==> config.mk <==
export PLATFORM = sky130hd
export DESIGN_NAME = corr_top
export DESIGN_NICKNAME = d
export VERILOG_FILES = /design/src/hw/corr_pkg.sv /design/src/hw/corr_accum.sv /design/src/hw/corr_cmul.sv /design/src/hw/corr_control.sv /design/src/hw/corr_pair_select.sv /design/src/hw/corr_top.sv
export VERILOG_INCLUDE_DIRS = /design/src /design/src/hw
export SDC_FILE = /design/constraint.sdc
export NUM_CORES = 2
export LEC_CHECK = 0
export BUFFER_PORTS_ARGS = -buffer_cell sky130_fd_sc_hd__buf_2
export CAP_MARGIN = 40
export CORE_ASPECT_RATIO = 1.75
export CORE_MARGIN = 1.5
export CORE_UTILIZATION = 65
export CTS_BUF_LIST = sky130_fd_sc_hd__clkbuf_4
export CTS_CLUSTER_SIZE = 25
export DETAILED_ROUTE_END_ITERATION = 12
export PLACE_DENSITY = 0.81
export RECOVER_POWER = 100
export SLEW_MARGIN = 20
export SYNTH_ARGS = -nofsm -noshare
export SYNTH_HDL_FRONTEND = slang
export SYNTH_HIERARCHICAL = 1
export SYNTH_SLANG_ARGS = --single-unit
==> constraint.sdc <==
create_clock -name clk_x -period 11.3 [get_ports clk_x]
set_input_delay 2.825 -clock clk_x [delete_from_list [all_inputs] [get_ports clk_x]]
set_output_delay 2.825 -clock clk_x [all_outputs]
set_load 0.005 [all_outputs]
==> src/hw/corr_settings.svh <==
`ifndef CORR_SETTINGS_SVH
`define CORR_SETTINGS_SVH

// ----------------------------------------------------------------------
// Antenna array and time multiplexing
// ----------------------------------------------------------------------
`define CORR_NANT       8       // Antennas, 1-bit re and im each
`define CORR_ANT_W      3       // Antenna index width
`define CORR_LANES      4       // Parallel multiplier lanes
`define CORR_LANE_W     2
`define CORR_SLOTS      4       // Time slots per sample
`define CORR_SLOT_W     2
`define CORR_PAIRS      16      // Lanes times slots

// ----------------------------------------------------------------------
// Visibility storage and readback
// ----------------------------------------------------------------------
`define CORR_BANKS      4       // Visibility banks
`define CORR_BANK_W     2
`define CORR_ACCUM      16      // Signed accumulator width
`define CORR_PROD_W     3       // Product is -2, 0 or +2

// Read address is {bank, pair, part}
`define CORR_ADDR_BITS  7
`define CORR_RD_LAT     2       // read_ce_i to read_data_o

`endif

==> src/hw/corr_pkg.sv <==
`default_nettype none
`include "corr_settings.svh"

package corr_pkg;

    // ------------------------------------------------------------------
    // Controller and accumulator selectors
    // ------------------------------------------------------------------
    typedef enum logic {
        idle,                           // Waiting for en_i
        busy                            // Issuing slots
    } ctrl_state_e;

    typedef enum logic {
        part_re,                        // Real half, addr bit 0 low
        part_im                         // Imag half
    } part_e;

    // ------------------------------------------------------------------
    // Fixed antenna pairs, pair p = slot*4 + lane
    // ------------------------------------------------------------------
    // Visibility is ant_a times conj(ant_b)
    localparam logic [`CORR_ANT_W-1:0] pair_ant_a [`CORR_PAIRS] = '{
        3'd0, 3'd0, 3'd0, 3'd0,         // Slot 0
        3'd1, 3'd1, 3'd1, 3'd1,         // Slot 1
        3'd2, 3'd2, 3'd2, 3'd3,         // Slot 2
        3'd4, 3'd5, 3'd6, 3'd7          // Slot 3
    };

    localparam logic [`CORR_ANT_W-1:0] pair_ant_b [`CORR_PAIRS] = '{
        3'd1, 3'd2, 3'd3, 3'd4,
        3'd2, 3'd3, 3'd4, 3'd5,
        3'd3, 3'd5, 3'd6, 3'd4,
        3'd5, 3'd6, 3'd7, 3'd0          // Wraps round the array
    };

endpackage

`default_nettype wire

==> src/hw/corr_accum.sv <==
`timescale 1ns/1ns
`default_nettype none
`include "corr_settings.svh"

module corr_accum (
    input  logic                                         clk_x,
    input  logic                                         rst_n_i,
    input  logic                                         valid_i,
    input  logic        [`CORR_SLOT_W-1:0]               slot_i,
    input  logic        [`CORR_BANK_W-1:0]               bank_i,
    input  logic signed [`CORR_LANES-1:0][`CORR_PROD_W-1:0] prod_re_i,
    input  logic signed [`CORR_LANES-1:0][`CORR_PROD_W-1:0] prod_im_i,
    input  logic                                         fresh_bank_i,
    input  logic        [`CORR_BANK_W-1:0]               fresh_bank_sel_i,
    input  logic                                         read_ce_i,
    input  logic        [`CORR_ADDR_BITS-1:0]            read_addr_i,
    output logic        [`CORR_ACCUM-1:0]                read_data_o
);

    localparam int words = `CORR_BANKS * `CORR_SLOTS;
    localparam int aw    = `CORR_BANK_W + `CORR_SLOT_W;

    logic signed [`CORR_ACCUM-1:0] mem_re_q [`CORR_LANES][words];
    logic signed [`CORR_ACCUM-1:0] mem_im_q [`CORR_LANES][words];
    logic [`CORR_BANKS-1:0][`CORR_PAIRS-1:0] clr_q;    // Per bank and pair

    logic [aw-1:0]                 rmw_addr;
    logic signed [`CORR_ACCUM-1:0] sum_re [`CORR_LANES];
    logic signed [`CORR_ACCUM-1:0] sum_im [`CORR_LANES];
    logic                          wr_en_q;
    logic [aw-1:0]                 wr_addr_q;
    logic signed [`CORR_ACCUM-1:0] wr_re_q [`CORR_LANES];
    logic signed [`CORR_ACCUM-1:0] wr_im_q [`CORR_LANES];

    logic [`CORR_BANK_W-1:0]       rd_bank;
    logic [`CORR_SLOT_W-1:0]       rd_slot;
    logic [`CORR_LANE_W-1:0]       rd_lane;
    corr_pkg::part_e               rd_part;
    logic [`CORR_ACCUM-1:0]        rd_word_q;
    logic                          rd_vld_q;

    // ------------------------------------------------------------------
    // Read stage of the read-modify-write
    // ------------------------------------------------------------------
    assign rmw_addr = {bank_i, slot_i};

    always_comb begin
        for (int l = 0; l < `CORR_LANES; l++) begin
            if (clr_q[bank_i][slot_i * `CORR_LANES + l]) begin
                sum_re[l] = `CORR_ACCUM'(signed'(prod_re_i[l]));  // Onto zero
                sum_im[l] = `CORR_ACCUM'(signed'(prod_im_i[l]));
            end else begin
                sum_re[l] = mem_re_q[l][rmw_addr] + `CORR_ACCUM'(signed'(prod_re_i[l]));
                sum_im[l] = mem_im_q[l][rmw_addr] + `CORR_ACCUM'(signed'(prod_im_i[l]));
            end
        end
    end

    always_ff @(posedge clk_x or negedge rst_n_i) begin
        if (!rst_n_i) begin
            wr_en_q <= 1'b0;
        end else begin
            wr_en_q <= valid_i;
        end
    end

    always_ff @(posedge clk_x) begin
        wr_addr_q <= rmw_addr;
        wr_re_q   <= sum_re;
        wr_im_q   <= sum_im;
    end

    // Write stage, one cycle after the read
    always_ff @(posedge clk_x) begin
        if (wr_en_q) begin
            for (int l = 0; l < `CORR_LANES; l++) begin
                mem_re_q[l][wr_addr_q] <= wr_re_q[l];
                mem_im_q[l][wr_addr_q] <= wr_im_q[l];
            end
        end
    end

    // Clear flags; a fresh bank never collides with an in-flight access
    always_ff @(posedge clk_x or negedge rst_n_i) begin
        if (!rst_n_i) begin
            clr_q <= '1;
        end else begin
            if (valid_i) begin
                clr_q[bank_i][slot_i * `CORR_LANES +: `CORR_LANES] <= '0;
            end
            if (fresh_bank_i) begin
                clr_q[fresh_bank_sel_i] <= '1;
            end
        end
    end

    // ------------------------------------------------------------------
    // Bus read port, {bank, slot, lane, part}
    // ------------------------------------------------------------------
    assign rd_bank = read_addr_i[6:5];
    assign rd_slot = read_addr_i[4:3];
    assign rd_lane = read_addr_i[2:1];
    assign rd_part = corr_pkg::part_e'(read_addr_i[0]);

    always_ff @(posedge clk_x) begin
        if (read_ce_i) begin
            rd_word_q <= (rd_part == corr_pkg::part_re) ?
                         mem_re_q[rd_lane][{rd_bank, rd_slot}] :
                         mem_im_q[rd_lane][{rd_bank, rd_slot}];
        end
    end

    always_ff @(posedge clk_x or negedge rst_n_i) begin
        if (!rst_n_i) begin
            rd_vld_q    <= 1'b0;
            read_data_o <= '0;
        end else begin
            rd_vld_q <= read_ce_i;
            if (rd_vld_q) begin
                read_data_o <= rd_word_q;     // Holds until the next read
            end
        end
    end

    // Slot spacing keeps the same word out of back-to-back writes
    a_no_raw: assert property (@(posedge clk_x) disable iff (!rst_n_i)
        wr_en_q |=> !(wr_en_q && (wr_addr_q == $past(wr_addr_q))));

endmodule

`default_nettype wire

==> src/hw/corr_cmul.sv <==
`timescale 1ns/1ns
`default_nettype none
`include "corr_settings.svh"

module corr_cmul (
    input  logic                                         clk_x,
    input  logic                                         rst_n_i,
    input  logic                                         valid_i,
    input  logic        [`CORR_SLOT_W-1:0]               slot_i,
    input  logic        [`CORR_BANK_W-1:0]               bank_i,
    input  logic        [`CORR_LANES-1:0]                a_re_i,
    input  logic        [`CORR_LANES-1:0]                a_im_i,
    input  logic        [`CORR_LANES-1:0]                b_re_i,
    input  logic        [`CORR_LANES-1:0]                b_im_i,
    output logic                                         valid_o,
    output logic        [`CORR_SLOT_W-1:0]               slot_o,
    output logic        [`CORR_BANK_W-1:0]               bank_o,
    output logic signed [`CORR_LANES-1:0][`CORR_PROD_W-1:0] prod_re_o,
    output logic signed [`CORR_LANES-1:0][`CORR_PROD_W-1:0] prod_im_o
);

    localparam logic [`CORR_PROD_W-1:0] prod_pos = `CORR_PROD_W'(2);
    localparam logic [`CORR_PROD_W-1:0] prod_neg = `CORR_PROD_W'(-2);

    // Sign agreement gives +1, disagreement -1, so each half is a sum of two
    always_ff @(posedge clk_x) begin
        for (int l = 0; l < `CORR_LANES; l++) begin
            // Re: re_a*re_b + im_a*im_b
            case ({a_re_i[l] ~^ b_re_i[l], a_im_i[l] ~^ b_im_i[l]})
                2'b11:   prod_re_o[l] <= prod_pos;
                2'b00:   prod_re_o[l] <= prod_neg;
                default: prod_re_o[l] <= '0;
            endcase
            // Im: im_a*re_b - re_a*im_b
            case ({a_im_i[l] ~^ b_re_i[l], a_re_i[l] ~^ b_im_i[l]})
                2'b10:   prod_im_o[l] <= prod_pos;
                2'b01:   prod_im_o[l] <= prod_neg;
                default: prod_im_o[l] <= '0;
            endcase
        end
    end

    always_ff @(posedge clk_x or negedge rst_n_i) begin
        if (!rst_n_i) begin
            valid_o <= 1'b0;
            slot_o  <= '0;
            bank_o  <= '0;
        end else begin
            valid_o <= valid_i;
            slot_o  <= slot_i;
            bank_o  <= bank_i;
        end
    end

endmodule

`default_nettype wire

==> src/hw/corr_control.sv <==
`timescale 1ns/1ns
`default_nettype none
`include "corr_settings.svh"

module corr_control (
    input  logic                    clk_x,          // Correlator clock
    input  logic                    rst_n_i,
    input  logic                    en_i,           // Sample strobe
    input  logic                    sw_i,           // Bank switch strobe
    input  logic [`CORR_NANT-1:0]   re_i,
    input  logic [`CORR_NANT-1:0]   im_i,
    output logic [`CORR_SLOT_W-1:0] slot_o,
    output logic [`CORR_BANK_W-1:0] bank_o,         // Active bank
    output logic                    valid_o,
    output logic [`CORR_NANT-1:0]   re_o,           // Held samples
    output logic [`CORR_NANT-1:0]   im_o,
    output logic                    fresh_bank_o    // One cycle after switch
);

    corr_pkg::ctrl_state_e   state_q;
    logic [`CORR_SLOT_W-1:0] slot_q;
    logic [`CORR_BANK_W-1:0] bank_q;
    logic                    fresh_q;
    logic                    last_slot;
    logic                    ready;

    // Last slot overlaps with the next en_i, so 4-cycle spacing streams
    assign last_slot = (slot_q == `CORR_SLOT_W'(`CORR_SLOTS - 1));
    assign ready     = (state_q == corr_pkg::idle) || last_slot;

    // ------------------------------------------------------------------
    // Slot sequencer
    // ------------------------------------------------------------------
    always_ff @(posedge clk_x or negedge rst_n_i) begin
        if (!rst_n_i) begin
            state_q <= corr_pkg::idle;
            slot_q  <= '0;
        end else begin
            case (state_q)
                corr_pkg::idle: begin
                    if (en_i) begin
                        state_q <= corr_pkg::busy;
                        slot_q  <= '0;
                    end
                end
                corr_pkg::busy: begin
                    slot_q <= slot_q + 1'b1;        // Wraps to slot 0
                    if (last_slot && !en_i) begin
                        state_q <= corr_pkg::idle;
                    end
                end
                default: state_q <= corr_pkg::idle;
            endcase
        end
    end

    // Bank pointer and clear pulse
    always_ff @(posedge clk_x or negedge rst_n_i) begin
        if (!rst_n_i) begin
            bank_q  <= '0;
            fresh_q <= 1'b0;
        end else begin
            fresh_q <= sw_i && ready;
            if (sw_i && ready) begin
                bank_q <= bank_q + 1'b1;            // Modulo 4
            end
        end
    end

    // Samples held for all four slots
    always_ff @(posedge clk_x) begin
        if (en_i && ready) begin
            re_o <= re_i;
            im_o <= im_i;
        end
    end

    assign slot_o       = slot_q;
    assign bank_o       = bank_q;
    assign valid_o      = (state_q == corr_pkg::busy);
    assign fresh_bank_o = fresh_q;

    a_en_ready: assert property (@(posedge clk_x) disable iff (!rst_n_i)
        en_i |-> ready);
    a_en_sw_excl: assert property (@(posedge clk_x) disable iff (!rst_n_i)
        !(en_i && sw_i));

endmodule

`default_nettype wire

==> src/hw/corr_pair_select.sv <==
`timescale 1ns/1ns
`default_nettype none
`include "corr_settings.svh"

module corr_pair_select (
    input  logic                    clk_x,
    input  logic                    rst_n_i,
    input  logic                    valid_i,
    input  logic [`CORR_SLOT_W-1:0] slot_i,
    input  logic [`CORR_BANK_W-1:0] bank_i,
    input  logic [`CORR_NANT-1:0]   re_i,
    input  logic [`CORR_NANT-1:0]   im_i,
    output logic                    valid_o,
    output logic [`CORR_SLOT_W-1:0] slot_o,
    output logic [`CORR_BANK_W-1:0] bank_o,
    output logic [`CORR_LANES-1:0]  a_re_o,         // One bit per lane
    output logic [`CORR_LANES-1:0]  a_im_o,
    output logic [`CORR_LANES-1:0]  b_re_o,
    output logic [`CORR_LANES-1:0]  b_im_o
);

    logic [`CORR_ANT_W-1:0] ant_a [`CORR_LANES];
    logic [`CORR_ANT_W-1:0] ant_b [`CORR_LANES];

    // Table lookup for this slot's pairs
    always_comb begin
        for (int l = 0; l < `CORR_LANES; l++) begin
            ant_a[l] = corr_pkg::pair_ant_a[slot_i * `CORR_LANES + l];
            ant_b[l] = corr_pkg::pair_ant_b[slot_i * `CORR_LANES + l];
        end
    end

    always_ff @(posedge clk_x) begin
        for (int l = 0; l < `CORR_LANES; l++) begin
            a_re_o[l] <= re_i[ant_a[l]];
            a_im_o[l] <= im_i[ant_a[l]];
            b_re_o[l] <= re_i[ant_b[l]];
            b_im_o[l] <= im_i[ant_b[l]];
        end
    end

    // Control fields follow the data
    always_ff @(posedge clk_x or negedge rst_n_i) begin
        if (!rst_n_i) begin
            valid_o <= 1'b0;
            slot_o  <= '0;
            bank_o  <= '0;
        end else begin
            valid_o <= valid_i;
            slot_o  <= slot_i;
            bank_o  <= bank_i;
        end
    end

endmodule

`default_nettype wire

==> src/hw/corr_top.sv <==
`timescale 1ns/1ns
`default_nettype none
`include "corr_settings.svh"

module corr_top (
    input  logic                       clk_x,       // Correlator and bus clock
    input  logic                       rst_n_i,
    input  logic                       en_i,        // Sample strobe
    input  logic                       sw_i,        // Bank switch strobe
    input  logic [`CORR_NANT-1:0]      re_i,
    input  logic [`CORR_NANT-1:0]      im_i,
    output logic [`CORR_BANK_W-1:0]    bank_o,      // Bank being filled
    input  logic                       read_ce_i,
    input  logic [`CORR_ADDR_BITS-1:0] read_addr_i,
    output logic [`CORR_ACCUM-1:0]     read_data_o  // Two cycles after read_ce_i
);

    // Stage 1 to 2
    logic                    c_valid;
    logic [`CORR_SLOT_W-1:0] c_slot;
    logic [`CORR_BANK_W-1:0] c_bank;
    logic [`CORR_NANT-1:0]   c_re;
    logic [`CORR_NANT-1:0]   c_im;
    logic                    c_fresh;

    // Stage 2 to 3
    logic                    s_valid;
    logic [`CORR_SLOT_W-1:0] s_slot;
    logic [`CORR_BANK_W-1:0] s_bank;
    logic [`CORR_LANES-1:0]  s_a_re;
    logic [`CORR_LANES-1:0]  s_a_im;
    logic [`CORR_LANES-1:0]  s_b_re;
    logic [`CORR_LANES-1:0]  s_b_im;

    // Stage 3 to 4
    logic                    m_valid;
    logic [`CORR_SLOT_W-1:0] m_slot;
    logic [`CORR_BANK_W-1:0] m_bank;
    logic signed [`CORR_LANES-1:0][`CORR_PROD_W-1:0] m_prod_re;
    logic signed [`CORR_LANES-1:0][`CORR_PROD_W-1:0] m_prod_im;

    assign bank_o = c_bank;

    // ------------------------------------------------------------------
    // Four-stage correlator pipeline
    // ------------------------------------------------------------------
    corr_control i_corr_control (
        .clk_x(clk_x), .rst_n_i(rst_n_i),
        .en_i(en_i), .sw_i(sw_i), .re_i(re_i), .im_i(im_i),
        .slot_o(c_slot), .bank_o(c_bank), .valid_o(c_valid),
        .re_o(c_re), .im_o(c_im), .fresh_bank_o(c_fresh)
    );

    corr_pair_select i_corr_pair_select (
        .clk_x(clk_x), .rst_n_i(rst_n_i),
        .valid_i(c_valid), .slot_i(c_slot), .bank_i(c_bank),
        .re_i(c_re), .im_i(c_im),
        .valid_o(s_valid), .slot_o(s_slot), .bank_o(s_bank),
        .a_re_o(s_a_re), .a_im_o(s_a_im), .b_re_o(s_b_re), .b_im_o(s_b_im)
    );

    corr_cmul i_corr_cmul (
        .clk_x(clk_x), .rst_n_i(rst_n_i),
        .valid_i(s_valid), .slot_i(s_slot), .bank_i(s_bank),
        .a_re_i(s_a_re), .a_im_i(s_a_im), .b_re_i(s_b_re), .b_im_i(s_b_im),
        .valid_o(m_valid), .slot_o(m_slot), .bank_o(m_bank),
        .prod_re_o(m_prod_re), .prod_im_o(m_prod_im)
    );

    // Clear logic takes the live bank, not the pipelined one
    corr_accum i_corr_accum (
        .clk_x(clk_x), .rst_n_i(rst_n_i),
        .valid_i(m_valid), .slot_i(m_slot), .bank_i(m_bank),
        .prod_re_i(m_prod_re), .prod_im_i(m_prod_im),
        .fresh_bank_i(c_fresh), .fresh_bank_sel_i(c_bank),
        .read_ce_i(read_ce_i), .read_addr_i(read_addr_i),
        .read_data_o(read_data_o)
    );

endmodule

`default_nettype wire

==> results.toml <==
[global_routing]
antenna_found_initial = 16
grt_pass1_wl_um = 444000
grt_max_degree = 128
grt_pass1_vias = 65500
overflow = 0
grt.total_usage_pct = 36.9

[floorplanning]
num_rows = 198
die-area_mm2 = 0.170
io_pins = 46
start_util_pct = 65.4
die_h_um = 544
die_w_um = 312
coreArea_mm2 = 0.166

[yosys]
yosysWarnings = 6
seq_area_frac_synth_pct = 62.8
synth-seq-cells = 2342
synth_top_area_cell = "edfxtp_1"
synth.most_common_cell = "edfxtp_1"
syn_inst = 5332
syn-cell-area_mm2 = 0.109
synth_top_area_share_pct = 57.4
ys_async_sr_fraction_pct = 4.18
synth.avg_cell_area_um2 = 20.4
ys.flop_type = "edfxtp_1"
synth_edf_count = 2080
synth_common_cells = "edfxtp_1, mux4_2, dfxtp_1, clkbuf_1, ha_1"
yosysUniqueCellTypes = 79
netlist_top_cells_area = "edfxtp_1, mux4_2, dfxtp_1"

[status]
violations = "capacitance limit, slew limit"
status = "finished with violations"

[clock_network]
clkSinkCount = 2342
cts_buffers = 526
cts_setup_buffers = 0
cts_resized = 0
cts_max_level = 6
clk_latency_ns = 1.25
cts_tree = "built"
clk_pin_slew_ns = 0.07
cts_buffer_depth = 4
clockRootBuffer = "clkbuf_4"
ctsHoldBuffers = 0

[final_layout]
drive_above_1_share_pct = 38.6
fin_nets = 5904
fill_cells = 9707
final_cells = 8349
synthToLayoutAreaGrowth_pct = 9.11

[placement]
dp.final_hpwl_um = 195000
gp_congestion = 0.929
placed_cells = 7386
io_buffer_count = 45

[routing]
wl_um = 308000
drc = 0
routedWlPerCell_um = 36.9
dr.pass1.iters = 7
vias = 62500
via_per_inst = 7.48
drt-initial-drc-count = 8125
ant_nets = 0

[power_and_ir_drop]
power.density_mw_per_mm2 = 318
p_leak_nw = 39.2
vdd_ir_drop_max_uv = 355

[worst_setup_path]
critPathArrivalTime_ns = 9.15
worst_setup_path_start_kind = "flop"
path_class = "flop to flop"
endpoint_kind = "flop"
worst_ep_required_time_ns = 11.82
critPathMaxFanout = 110

[sta]
timing.fmax_mhz = 116
setup_viol = 0
finalCritPeriodShare_pct = 76.3
finalSetupTns_ns = 0
grt_setup_unrepaired = "false"
worst_pin_slew_ns = 8.55
drv_slew = 2556
relSlewSlack_pct = -470
holdWs_ns = 0.351
hold_violations = 0
min_period_ns = 8.62
skew_ns = 0.0995

[min_path]
min_path_type = "flop to flop"

[flow_run]
cap_violations = 74
registers in the layout, indices dropped and copies added (netlist names), 8 cells and up:
name and flops:
i_corr_accum/clr_q 64, i_corr_accum/mem_im_q 1024, i_corr_accum/mem_re_q 1024, i_corr_accum/rd_word_q 16
i_corr_accum/read_data_o 16, i_corr_accum/wr_im_q 64, i_corr_accum/wr_re_q 64, i_corr_cmul/prod_im_o 8
i_corr_cmul/prod_re_o 8, i_corr_control/im_o 8, i_corr_control/re_o 8
cell type report:
cell class                 count  area (µm²)  area share [%]
antenna                       18        45.0          0.0380
clock buffer                 743        5580            4.70
clock inverter               184        1370            1.15
inverter                      73         274           0.231
multi-input combinational   2571       38700            32.6
sequential                  2342       68300            57.5
tap                         2200        2750            2.32
timing repair buffer         218        1670            1.41
report_power, final:
part           switching [mW]  internal (mW)
sequential               2.11           13.0
clock                    3.32           3.56
combinational            9.32           6.38
cell usage in the layout (no fill, tap or decap), drive strengths merged, types with 9 or more instances in the layout:
cell type and n:
ha 136, nand3 36, nor2b 86, o21a 26, a21o 88, clkinv 139, nor3b 9, nand2 109
o221ai 18, and3 16, o211ai 11, o21ai 121, a211oi 19, nor4 19, or2 13, nor3 47
dfstp 64, nor2 80, nand2b 31, a21oi 60, diode 18, bufinv 22, mux2i 33, buf 106
xnor2 25, inv 88, clkbuf 854, o41ai 14, edfxtp 2080, o31ai 33, dfrtp 34, dfxtp 164
mux2 39, xor2 57, mux4 1310
through the flow:
stage | power (mW) | setup WS (ns) | cell area, µm² | util (%)
5_1_grt | 38.8 | 2.66 | 119000 | 71.4
6_report | 37.7 | 2.68 | 119000 | 71.4
4_1_cts | 37.3 | 4.92 | 119000 | 71.6
3_5_place_dp | 30.4 | 4.98 | 112000 | 67.4
3_3_place_gp | 29.7 | 4.90 | 111000 | 67.0
2_1_floorplan | 24.3 | 1.03 | 109000 | -
worst max-delay path, cell delays in order (launching register included):
cell and delay, ns:
dfxtp_1 0.45, nand2_1 0.24, nor2_1 0.82, clkdlybuf4s25_1 6.24
path summary, 6_finish.rpt:
kind | from | endpoint | slack (ns) | depth (start not counted)
setup / recovery | i_corr_accum/wr_addr_q[1] | i_corr_accum/mem_im_q[2][143] | 2.68 | 3
hold / removal | i_corr_pair_select/valid_o | i_corr_cmul/valid_o | 0.35 | 0
setup reg to reg | i_corr_accum/wr_addr_q[1] | i_corr_accum/mem_im_q[2][143] | 2.68 | 3
hold reg to reg | i_corr_pair_select/valid_o | i_corr_cmul/valid_o | 0.35 | 0
max in group asynchronous | rst_n_i | i_corr_accum/clr_q[22] | 5.63 | 3
min in group asynchronous | rst_n_i | i_corr_accum/read_data_o[0] | 2.04 | 1
logic make-up after synthesis:
| kind of cell | synth area share [%] |
|---|---|
| flip-flops | 62.8 |
| multiplexers | 27.9 |
| AND/OR/NAND/NOR | 2.36 |
| AO/OA/AOI/OAI | 2.90 |
| buffers and inverters | 1.72 |
| adder cells (fa/ha/maj) | 1.71 |
| XOR/XNOR | 0.660 |
| other | 0.00345 |
metal layers:
| layer | track usage [%] | routed length [µm] |
|---|---|---|
| met4 | 28.2 | 27600 |
| met1 | 43.0 | 90300 |
| met2 | 61.4 | 157000 |
| met5 | 0 | 83 |
| met3 | 6.82 | 33200 |
Power figures use the tool's default switching activity.
